===== config.mk =====
export PLATFORM = sky130hd
export DESIGN_NAME = branch_unit
export DESIGN_NICKNAME = d
export VERILOG_FILES = /design/src/rtl/exec_pkg.sv /design/src/rtl/branch_unit.sv
export SDC_FILE = /design/constraint.sdc
export NUM_CORES = 1
export LEC_CHECK = 0
export ABC_AREA = 1
export BUFFER_PORTS_ARGS = -buffer_cell sky130_fd_sc_hd__buf_2
export CAP_MARGIN = 20
export CORE_MARGIN = 2
export CORE_UTILIZATION = 53
export DETAILED_ROUTE_END_ITERATION = 10
export PLACE_DENSITY_LB_ADDON = 0.05
export SYNTH_ARGS = -nofsm -noshare
export SYNTH_HDL_FRONTEND = slang
export SYNTH_SLANG_ARGS = --single-unit
export TNS_END_PERCENT = 10

===== constraint.sdc =====
create_clock -name vclk -period 5.3
set_clock_uncertainty 0.2 [all_clocks]
set_input_delay 1.06 -clock vclk [all_inputs]
set_output_delay 1.06 -clock vclk [all_outputs]
set_load 0.01 [all_outputs]

===== src/rtl/exec_pkg.sv =====
package exec_pkg;

  localparam int data_w    = 64;
  localparam int rob_depth = 32;

  typedef logic [data_w-1:0]            data_t;
  typedef logic [$clog2(rob_depth)-1:0] rob_idx_t;
  typedef logic [7:0]                   lit_t;
  typedef logic [20:0]                  disp_t;

  typedef enum logic [4:0] {
    op_addq,
    op_subq,
    op_and,
    op_bic,
    op_bis,
    op_ornot,
    op_xor,
    op_eqv,
    op_srl,
    op_sll,
    op_sra,
    op_cmpult,
    op_cmpeq,
    op_cmpule,
    op_cmplt,
    op_cmple,
    op_mulq,
    op_br
  } exec_op_e;

  // bit 2 negates the base test on bits 1:0
  typedef enum logic [3:0] {
    br_lbc    = 4'h0,
    br_eq     = 4'h1,
    br_lt     = 4'h2,
    br_le     = 4'h3,
    br_lbs    = 4'h4,
    br_ne     = 4'h5,
    br_ge     = 4'h6,
    br_gt     = 4'h7,
    br_always = 4'h8
  } br_cond_e;

  // true when entry sits after branch and no later than tail, modulo rob_depth
  function automatic logic is_younger(
    input rob_idx_t entry,
    input rob_idx_t branch,
    input rob_idx_t tail
  );
    rob_idx_t entry_dist;
    rob_idx_t tail_dist;
    entry_dist = entry - branch;
    tail_dist  = tail - branch;
    return (entry_dist != '0) && (entry_dist <= tail_dist);
  endfunction

endpackage


===== src/rtl/branch_unit.sv =====
module branch_unit (
  input  exec_pkg::br_cond_e cond,
  input  exec_pkg::data_t    a,
  input  exec_pkg::data_t    npc,
  input  exec_pkg::disp_t    disp,
  output logic               taken,
  output exec_pkg::data_t    target
);
  import exec_pkg::*;

  localparam int disp_w = $bits(disp_t);

  logic  base;
  logic  a_zero;
  logic  a_neg;
  data_t disp_ext;

  assign a_zero = (a == '0);
  assign a_neg  = a[data_w-1];

  always_comb begin
    case (cond[1:0])
      2'b00:   base = ~a[0];           // low bit clear
      2'b01:   base = a_zero;
      2'b10:   base = a_neg;
      default: base = a_neg || a_zero;
    endcase
  end

  assign taken = (cond == br_always) || (base ^ cond[2]);

  // word displacement, sign-extended
  assign disp_ext = {{(data_w - disp_w - 2){disp[disp_w-1]}}, disp, 2'b00};
  assign target   = npc + disp_ext;

endmodule


# Yosys cells after proc, flatten, opt, wreduce, memory -nomap -nowiden
# Index checks and enable logic that the tools add are counted.
[word_totals] regBits=0 input_bits=153 out_inout_bits=65 wordCells=11
[op_classes] n_addsub=1 eq_ne=3 n_mux=1 n_bitwise=2 n_reduce_logical=4
[op_table] cell="64-bit adder" count=1
[op_table] cell="64-bit zero test" count=1
[op_table] cell="4-bit == test, second input constant" count=1
[op_table] cell="1-bit case mux with 3 select lines" count=1
[op_table] cell="2-bit by 1-bit == test with 1-bit output, second input constant" count=1
[op_table] cell="2-bit == test, second input constant" count=1
[op_table] cell="2-bit zero test" count=1
[op_table] cell="1-bit logical OR" count=2
[op_table] cell="1-bit NOT" count=1
[op_table] cell="1-bit XOR" count=1

# Depth between registers and ports, before layout
# Gate-level depths: netlist of the first run.
[depth] word_depth=5 depth_mapped=16 ltp_nobuf=16

# Worst setup path before layout of the first run
# No wires, ideal clock.
[synth_timing] kind="input port to output port" start="input port npc[2]" end="output port target[62]" arrival_time_ps=2528 setup_slack_ps=1512 path_stages=16 path_cell_list="ha_1 -> inv_1 -> fa_1 -> inv_1 -> nand2_1 -> nand2_1 -> nand3_1 -> nand2_2 -> nand2_1 -> nand2_1 -> nand2_1 -> nand2_2 -> nand2_1 -> nand2_1 -> nand2_1 -> nand2_1"
[synth_via] elab_chain_cells=1
[synth_rtl] element="start, declared" line_no="branch_unit.sv:4" rtl="input exec_pkg::data_t npc,"
[synth_rtl] element="64-bit adder" line_no="branch_unit.sv:34" rtl="assign target = npc + disp_ext;"
[synth_rtl] element="end, declared" line_no="branch_unit.sv:7" rtl="output exec_pkg::data_t target"
# Every way passes these cells.

# Worst setup path in the final report of the first run
[layout_timing] start="input port disp[20]" end="output port target[61]"
[layout_via] elab_chain_cells=1
[layout_rtl] element="start, declared" line_no="branch_unit.sv:5" rtl="input exec_pkg::disp_t disp,"
[layout_rtl] element="64-bit adder" line_no="branch_unit.sv:34"
# Every way passes these cells.

==> results of run 1 <==
-- synth_stat cells, drive strengths merged --
| library cell | number | area, sq um |
|---|---|---|
| fa | 1 | 20.02 |
| buf | 2 | 15.01 |
| xnor2 | 2 | 17.52 |
| xor2 | 30 | 262.8 |
| nor4 | 3 | 25.02 |
| and2 | 1 | 6.260 |
| a21oi | 44 | 220.2 |
| o21ai | 5 | 25.02 |
| inv | 297 | 1115 |
| ha | 61 | 763.2 |
| nand3 | 60 | 320.3 |
| or2 | 1 | 6.260 |
| nand4 | 19 | 118.9 |
| nand2 | 581 | 2203 |
| o21bai | 8 | 60.06 |
| nor3 | 19 | 132.6 |
| nor2 | 141 | 551.8 |
| or3 | 1 | 6.260 |
-- final cells by class --
| class | instances | area [sq um] | share of cell area, % |
|---|---|---|---|
| Multi-Input combinational cell | 977 | 4740 | 66.44 |
| Inverter | 297 | 1115 | 15.63 |
| Timing Repair Buffer | 216 | 1086 | 15.23 |
| Tap cell | 140 | 175.2 | 2.456 |
| Antenna cell | 7 | 17.52 | 0.2456 |
-- through the flow --
stage	worst slack, ps	power [mW]
detailed placement	837.0	0.8306
CTS	825.8	0.8339
global route	502.2	0.9379
global placement	814.8	0.8258
finish	775.9	0.8445
floorplan	1512	0.5248
-- how the worst max path moves through the flow --
stage | endpoint | cells after the start | from
2_1_floorplan | target[62] | 16 | npc[2]
3_3_place_gp | target[61] | 14 | disp[20]
3_5_place_dp | target[63] | 14 | disp[20]
4_1_cts | target[63] | 14 | disp[20]
5_1_grt | target[61] | 14 | disp[20]
6_report | target[61] | 14 | disp[20]
-- cells by family (layout without fill, tap and decap cells) --
group / count (synthesis) / after routing
xor+xnor: 32 / 32
simple gates: 826 / 826
buf+inv: 299 / 513
fa+ha+maj: 62 / 62
compound gates: 57 / 57
other cells: 0 / 7
-- power by group through the flow --
stage | clock, mW | combinational (mW) | sequential (mW)
2_1_floorplan | 0 | 0.525 | 0
3_3_place_gp | 0 | 0.826 | 0
3_5_place_dp | 0 | 0.831 | 0
4_1_cts | 0 | 0.834 | 0
5_1_grt | 0.000000126 | 0.938 | 0
6_report | 0.000000141 | 0.845 | 0
-- routing by layer --
metal / track usage [%] / routed length [um]
met4: 23.33 / 1495
met2: 62.02 / 10020
met1: 40.40 / 8663
met3: 8.667 / 1736
met5: 0 / 0
==> metrics.cfg, run 1 <==
[placement]
dpl_cell_area_sq_um=7116
dp_hpwl_um=19560
portBuffers=214
post-place-cells=1630
gp_congestion=1.031

[floorplan]
num_io_pins=218
core_sq_um=10840
die_area_sq_um=11930
fp.dieH_um=109.2
initial_core_util_pct=54.14
die_x_um=109.2
rows=38

[finish]
final_common_cell=nand2_1
nets=1707
drive_above_1_share_pct=16.71
design_area_sq_um=7133
final_cell_mix=nand2_1 (572), inv_1 (293), buf_2 (214), nor2_1 (132), ha_1 (61)
num-fill-cells=1173
fin_util_pct=65.80
syn_to_final_growth_pct=21.53
seqCellArea_sq_um=0
final_cells=1637
seq_cell_count=0
n_clock_buffer=0

[worst_hold_path]
holdCritStartpoint=npc[0]
hold_path.class=in2out
whs_path_depth=0
worst_hold_path.endpoint=target[0]

[logic_synthesis]
synth_xor_xnor_area_share_pct=4.775
syn_inst=1276
yosysWarningCount=0
synth-compound-area-share_pct=5.201
ys_seq_area_share_pct=0
synth_cell_types=25
synth_nets=1491
synth_top_family_by_area=simple AND/OR/NAND/NOR gates
synthAdderAreaFrac_pct=13.34
synthMuxAreaShare_pct=0
syn_avg_cell_area_sq_um=4.600
syn_area_sq_um=5869
synthSimpleGateAreaFrac_pct=57.43

[setup_path]
slowest_stage=ha_1
critical_path.cell_chain=buf_2, buf_4, ha_1, nand2_1, inv_1, nand2_1, nand2_1, a21oi_1, nand2_1, a21oi_1, nand2_1, nand2_1, nand2_1, buf_2
slowest_delay_ps=380
crit_path_end_kind=primary output
crit_type=in2out
arrival_ps=3260
cp_max_fo=17
critPathBufInv=4
worst_path_dominant_cell_family=buffers and inverters
worstPathRequired_ps=4040
critPathLaunchType=input port
crit_top_cell=nand2_1

[pwr]
p_sw_mw=0.5387
p_comb_share_pct=100.0
p_seq_share_pct=0
p_leak_nw=4.991
switching_share_pct=63.79
intPower_mw=0.3058
pwr_density_cell_nw_per_um2=118.4
peakVddDrop_mv=0.1013
clockPowerShare_pct=0

[timing]
hold_ws_ps=1920
finalCriticalPeriod_ps=4524
tightest_slew_ps=450.6
rsz0062_at_grt=false
tns_ps=0
slew_headroom_pct=69.85
hold_viol_final=0
setup_viol=0
min_period_over_period_pct=85.36
fmax_ghz=0.2210
slew_violations=0

[drt]
viasPerCell=5.004
wl_um=21910
drcViolationCount=0
drtIter0Drc=496
routedWlPerCell_um=13.38
drt_pass1_iterations=5
vias=8191
ant_nets=0

[outcome]
status=completed

[global_route]
grt_pass1_vias=7257
grt_pass1_wl_um=33930
grt-ovfl-total=0
antenna_found_initial=7
grt_use_total_pct=36.40
grt_max_degree=18

[clock_network]
hold_buffers=0
cts_setup_buffers=0
cts-resized-gates=0

[run]
max_cap_viol_count=0

(Power assumes the default switching activity.)
==> run 2, diff against run 1 <==
--- a/config.mk
+++ b/config.mk
@@ -12,6 +12,7 @@
 export CORE_UTILIZATION = 53
 export DETAILED_ROUTE_END_ITERATION = 10
 export PLACE_DENSITY_LB_ADDON = 0.05
+export RECOVER_POWER = 50
 export SYNTH_ARGS = -nofsm -noshare
 export SYNTH_HDL_FRONTEND = slang
 export SYNTH_SLANG_ARGS = --single-unit
==> run 2 against run 1 <==
  * Hold slack unchanged
  * Cell count about the same
  * Via count increased by 0.15%
  * Global-route usage unchanged
  * Wire length about the same
  * Critical path depth unchanged
  * Die area unchanged
  * Largest cell class unchanged
==> metrics.cfg, run 2 (synthesis gave the netlist of run 1 again) <==
[outcome]
status=completed

[placement]
gp_congestion=1.031
dpl_cell_area_sq_um=7116
post-place-cells=1630
portBuffers=214
dp_hpwl_um=19560

[global_route]
grt_use_total_pct=36.40
grt_pass1_vias=7257
grt-ovfl-total=0
grt_max_degree=18
antenna_found_initial=7
grt_pass1_wl_um=33930

[clock_network]
hold_buffers=0
cts_setup_buffers=0
cts-resized-gates=0

[setup_path]
arrival_ps=3510
critical_path.cell_chain=buf_2, clkbuf_1, ha_1, nand2_1, nor2_1, inv_1, nor3_1, nand3_1, nand2_1, nand2_1, nand2_1, nand2_1, nand2_1, buf_2
worstPathRequired_ps=4040
slowest_delay_ps=450
slowest_stage=clkbuf_1
cp_max_fo=16
crit_top_cell=nand2_1
worst_path_dominant_cell_family=simple AND/OR/NAND/NOR gates
critPathBufInv=4
crit_type=in2out
crit_path_end_kind=primary output
critPathLaunchType=input port

[finish]
final_common_cell=nand2_1
syn_to_final_growth_pct=20.57
final_cells=1636
seq_cell_count=0
num-fill-cells=1191
n_clock_buffer=0
nets=1707
seqCellArea_sq_um=0
fin_util_pct=65.28
drive_above_1_share_pct=14.77
design_area_sq_um=7077
final_cell_mix=nand2_1 (575), inv_1 (293), buf_2 (192), nor2_1 (132), ha_1 (61)

[floorplan]
core_sq_um=10840
fp.dieH_um=109.2
num_io_pins=218
die_x_um=109.2
initial_core_util_pct=54.14
rows=38
die_area_sq_um=11930

[drt]
vias=8203
wl_um=21930
routedWlPerCell_um=13.40
drt_pass1_iterations=5
drtIter0Drc=454
drcViolationCount=0
viasPerCell=5.014
ant_nets=0

[timing]
slew_headroom_pct=65.98
hold_viol_final=0
slew_violations=0
fmax_ghz=0.2096
rsz0062_at_grt=false
tns_ps=0
finalCriticalPeriod_ps=4771
setup_viol=0
tightest_slew_ps=510.3
min_period_over_period_pct=90.03

[run]
max_cap_viol_count=0

[pwr]
p_leak_nw=4.917
pwr_density_cell_nw_per_um2=117.9
peakVddDrop_mv=0.09100
p_total_mw=0.8342

[worst_hold_path]
hold_path.class=in2out

## run 2: worst paths after layout
path	start	end	slack, ps	cells after the start
hold / removal	npc[0]	target[0]	1920	0
setup / recovery	disp[20]	target[59]	530	14
## run 2: through the flow
stage	setup WS [ps]	hold slack [ps]
3_5_place_dp	837.0	1920
4_1_cts	825.8	1920
2_1_floorplan	1512	2012
3_3_place_gp	814.8	1920
5_1_grt	284.9	1920
6_report	528.6	1920
## run 2: per-layer routing
layer  part of all wire, %  global-route usage (%)  vias to the layer above
met3                   8.1                   8.667                       90
met4                   7.0                   23.33                        2
li1                      -                       -                     4242
met1                    39                   40.40                     3523
met2                    45                   62.02                      346
met5                 0.036                       0                        -
## run 2: power by group
part | internal [mW] | switching (mW) | leakage [nW]
clock | 0.000000151 | 0 | 0.0000380
sequential | 0 | 0 | 0
combinational | 0.295 | 0.539 | 4.92
total | 0.295 | 0.539 | 4.92
## run 2: area by class of cell
type,count,area [sq um],area share [%]
Multi-Input combinational cell,977,4717,66.65
Inverter,297,1115,15.75
Tap cell,140,175.2,2.475
Antenna cell,6,15.01,0.2122
Timing Repair Buffer,216,1055,14.90
==> run 3, diff against run 2 <==
--- a/config.mk
+++ b/config.mk
@@ -8,8 +8,9 @@
 export ABC_AREA = 1
 export BUFFER_PORTS_ARGS = -buffer_cell sky130_fd_sc_hd__buf_2
 export CAP_MARGIN = 20
+export CORE_ASPECT_RATIO = 0.7
 export CORE_MARGIN = 2
-export CORE_UTILIZATION = 53
+export CORE_UTILIZATION = 50
 export DETAILED_ROUTE_END_ITERATION = 10
 export PLACE_DENSITY_LB_ADDON = 0.05
 export RECOVER_POWER = 50
==> run 3 against run 2 <==
  * Die area grew 5.9%
  * Sequential cell count unchanged
  * First-iteration DRC count grew 59%
  * Via count down 1.4%
  * Largest power group unchanged
==> metrics.cfg, run 3 (synthesis gave the netlist of run 1 again) <==
[setup_path]
slowest_stage=clkbuf_1
critPathBufInv=4
crit_type=in2out
critPathLaunchType=input port
slowest_delay_ps=470
crit_path_end_kind=primary output
cp_max_fo=13
critical_path.cell_chain=buf_2, clkbuf_1, ha_1, nand2_1, inv_1, nand2_1, nand2_1, nand2_1, nand2_1, a21oi_1, nand2_1, xor2_1, buf_2
crit_top_cell=nand2_1
arrival_ps=3560
worst_path_dominant_cell_family=buffers and inverters
worstPathRequired_ps=4040

[finish]
seq_cell_count=0
final_common_cell=nand2_1
syn_to_final_growth_pct=20.85
final_cell_mix=nand2_1 (575), inv_1 (293), buf_2 (194), nor2_1 (133), ha_1 (61)
seqCellArea_sq_um=0
num_antenna_cells=0
multiInputGateArea_sq_um=4725
final_cells=1647
n_clock_buffer=0
num-fill-cells=1314
drive_above_1_share_pct=14.97
nets=1707

[global_route]
grt_pass1_vias=6663
grt_pass1_wl_um=33320
grt-ovfl-total=0
antenna_found_initial=0
grt_max_degree=20
grt_use_total_pct=33.27

[clock_network]
cts-resized-gates=0
hold_buffers=0
cts_setup_buffers=0

[drt]
ant_nets=0
routedWlPerCell_um=13.14
vias=8085
drtIter0Drc=721
wl_um=21650
viasPerCell=4.909
drcViolationCount=0
drt_pass1_iterations=5

[timing]
tns_ps=0
rsz0062_at_grt=false
hold_viol_final=0
finalCriticalPeriod_ps=4818
slew_violations=0
fmax_ghz=0.2076
fin_ws_ps=482.0
setup_viol=0
tightest_slew_ps=547.3
slew_headroom_pct=63.52
min_period_over_period_pct=90.91

[placement]
post-place-cells=1647
portBuffers=214
dp_hpwl_um=19610
pre_cts_slack_ps=819.4
gp_congestion=1.034

[floorplan]
fp.dieH_um=94.65
num_io_pins=218
die_x_um=133.5
core_sq_um=11560
initial_core_util_pct=50.77
rows=33
die_area_sq_um=12640

[run]
max_cap_viol_count=0

[pwr]
p_leak_nw=4.927
p_total_mw=0.8461
peakVddDrop_mv=0.05847
pwr_density_cell_nw_per_um2=119.3

[outcome]
status=completed

[worst_hold_path]
hold_path.class=in2out

-- run 3: layout make-up --
| type | count | share of cell area (%) |
|---|---|---|
| multi-input combinational | 977 | 66.61 |
| inverter | 297 | 15.72 |
| tap | 157 | 2.769 |
| timing repair buffer | 216 | 14.91 |
-- run 3: power breakdown --
part	switching (mW)	total [mW]	internal [mW]	leakage (nW)
sequential	0	0	0	0
combinational	0.549	0.846	0.297	4.93
clock	0	0	0	0
-- run 3: worst paths after layout --
check | from | end | slack [ps] | depth (start not counted)
setup / recovery | disp[20] | target[27] | 480 | 13
hold / removal | npc[0] | target[0] | 1920 | 0
-- run 3: stage by stage --
stage | utilization, % | hold WS [ps] | cell area, sq um
2_1_floorplan | - | 2012 | 5869
3_3_place_gp | 61.73 | 1920 | 7137
3_5_place_dp | 61.73 | 1920 | 7137
4_1_cts | 61.73 | 1920 | 7137
5_1_grt | 61.35 | 1920 | 7093
6_report | 61.35 | 1920 | 7093
-- run 3: layer usage --
| metal | share of wire, % | global-route usage (%) | vias up | wire, um |
|---|---|---|---|---|
| li1 | - | - | 4234 | - |
| met1 | 50 | 52.57 | 3486 | 10810 |
| met2 | 37 | 46.69 | 344 | 7955 |
| met3 | 12 | 6.065 | 21 | 2562 |
| met4 | 1.5 | 4.078 | 0 | 320 |
| met5 | 0 | 0 | - | 0 |
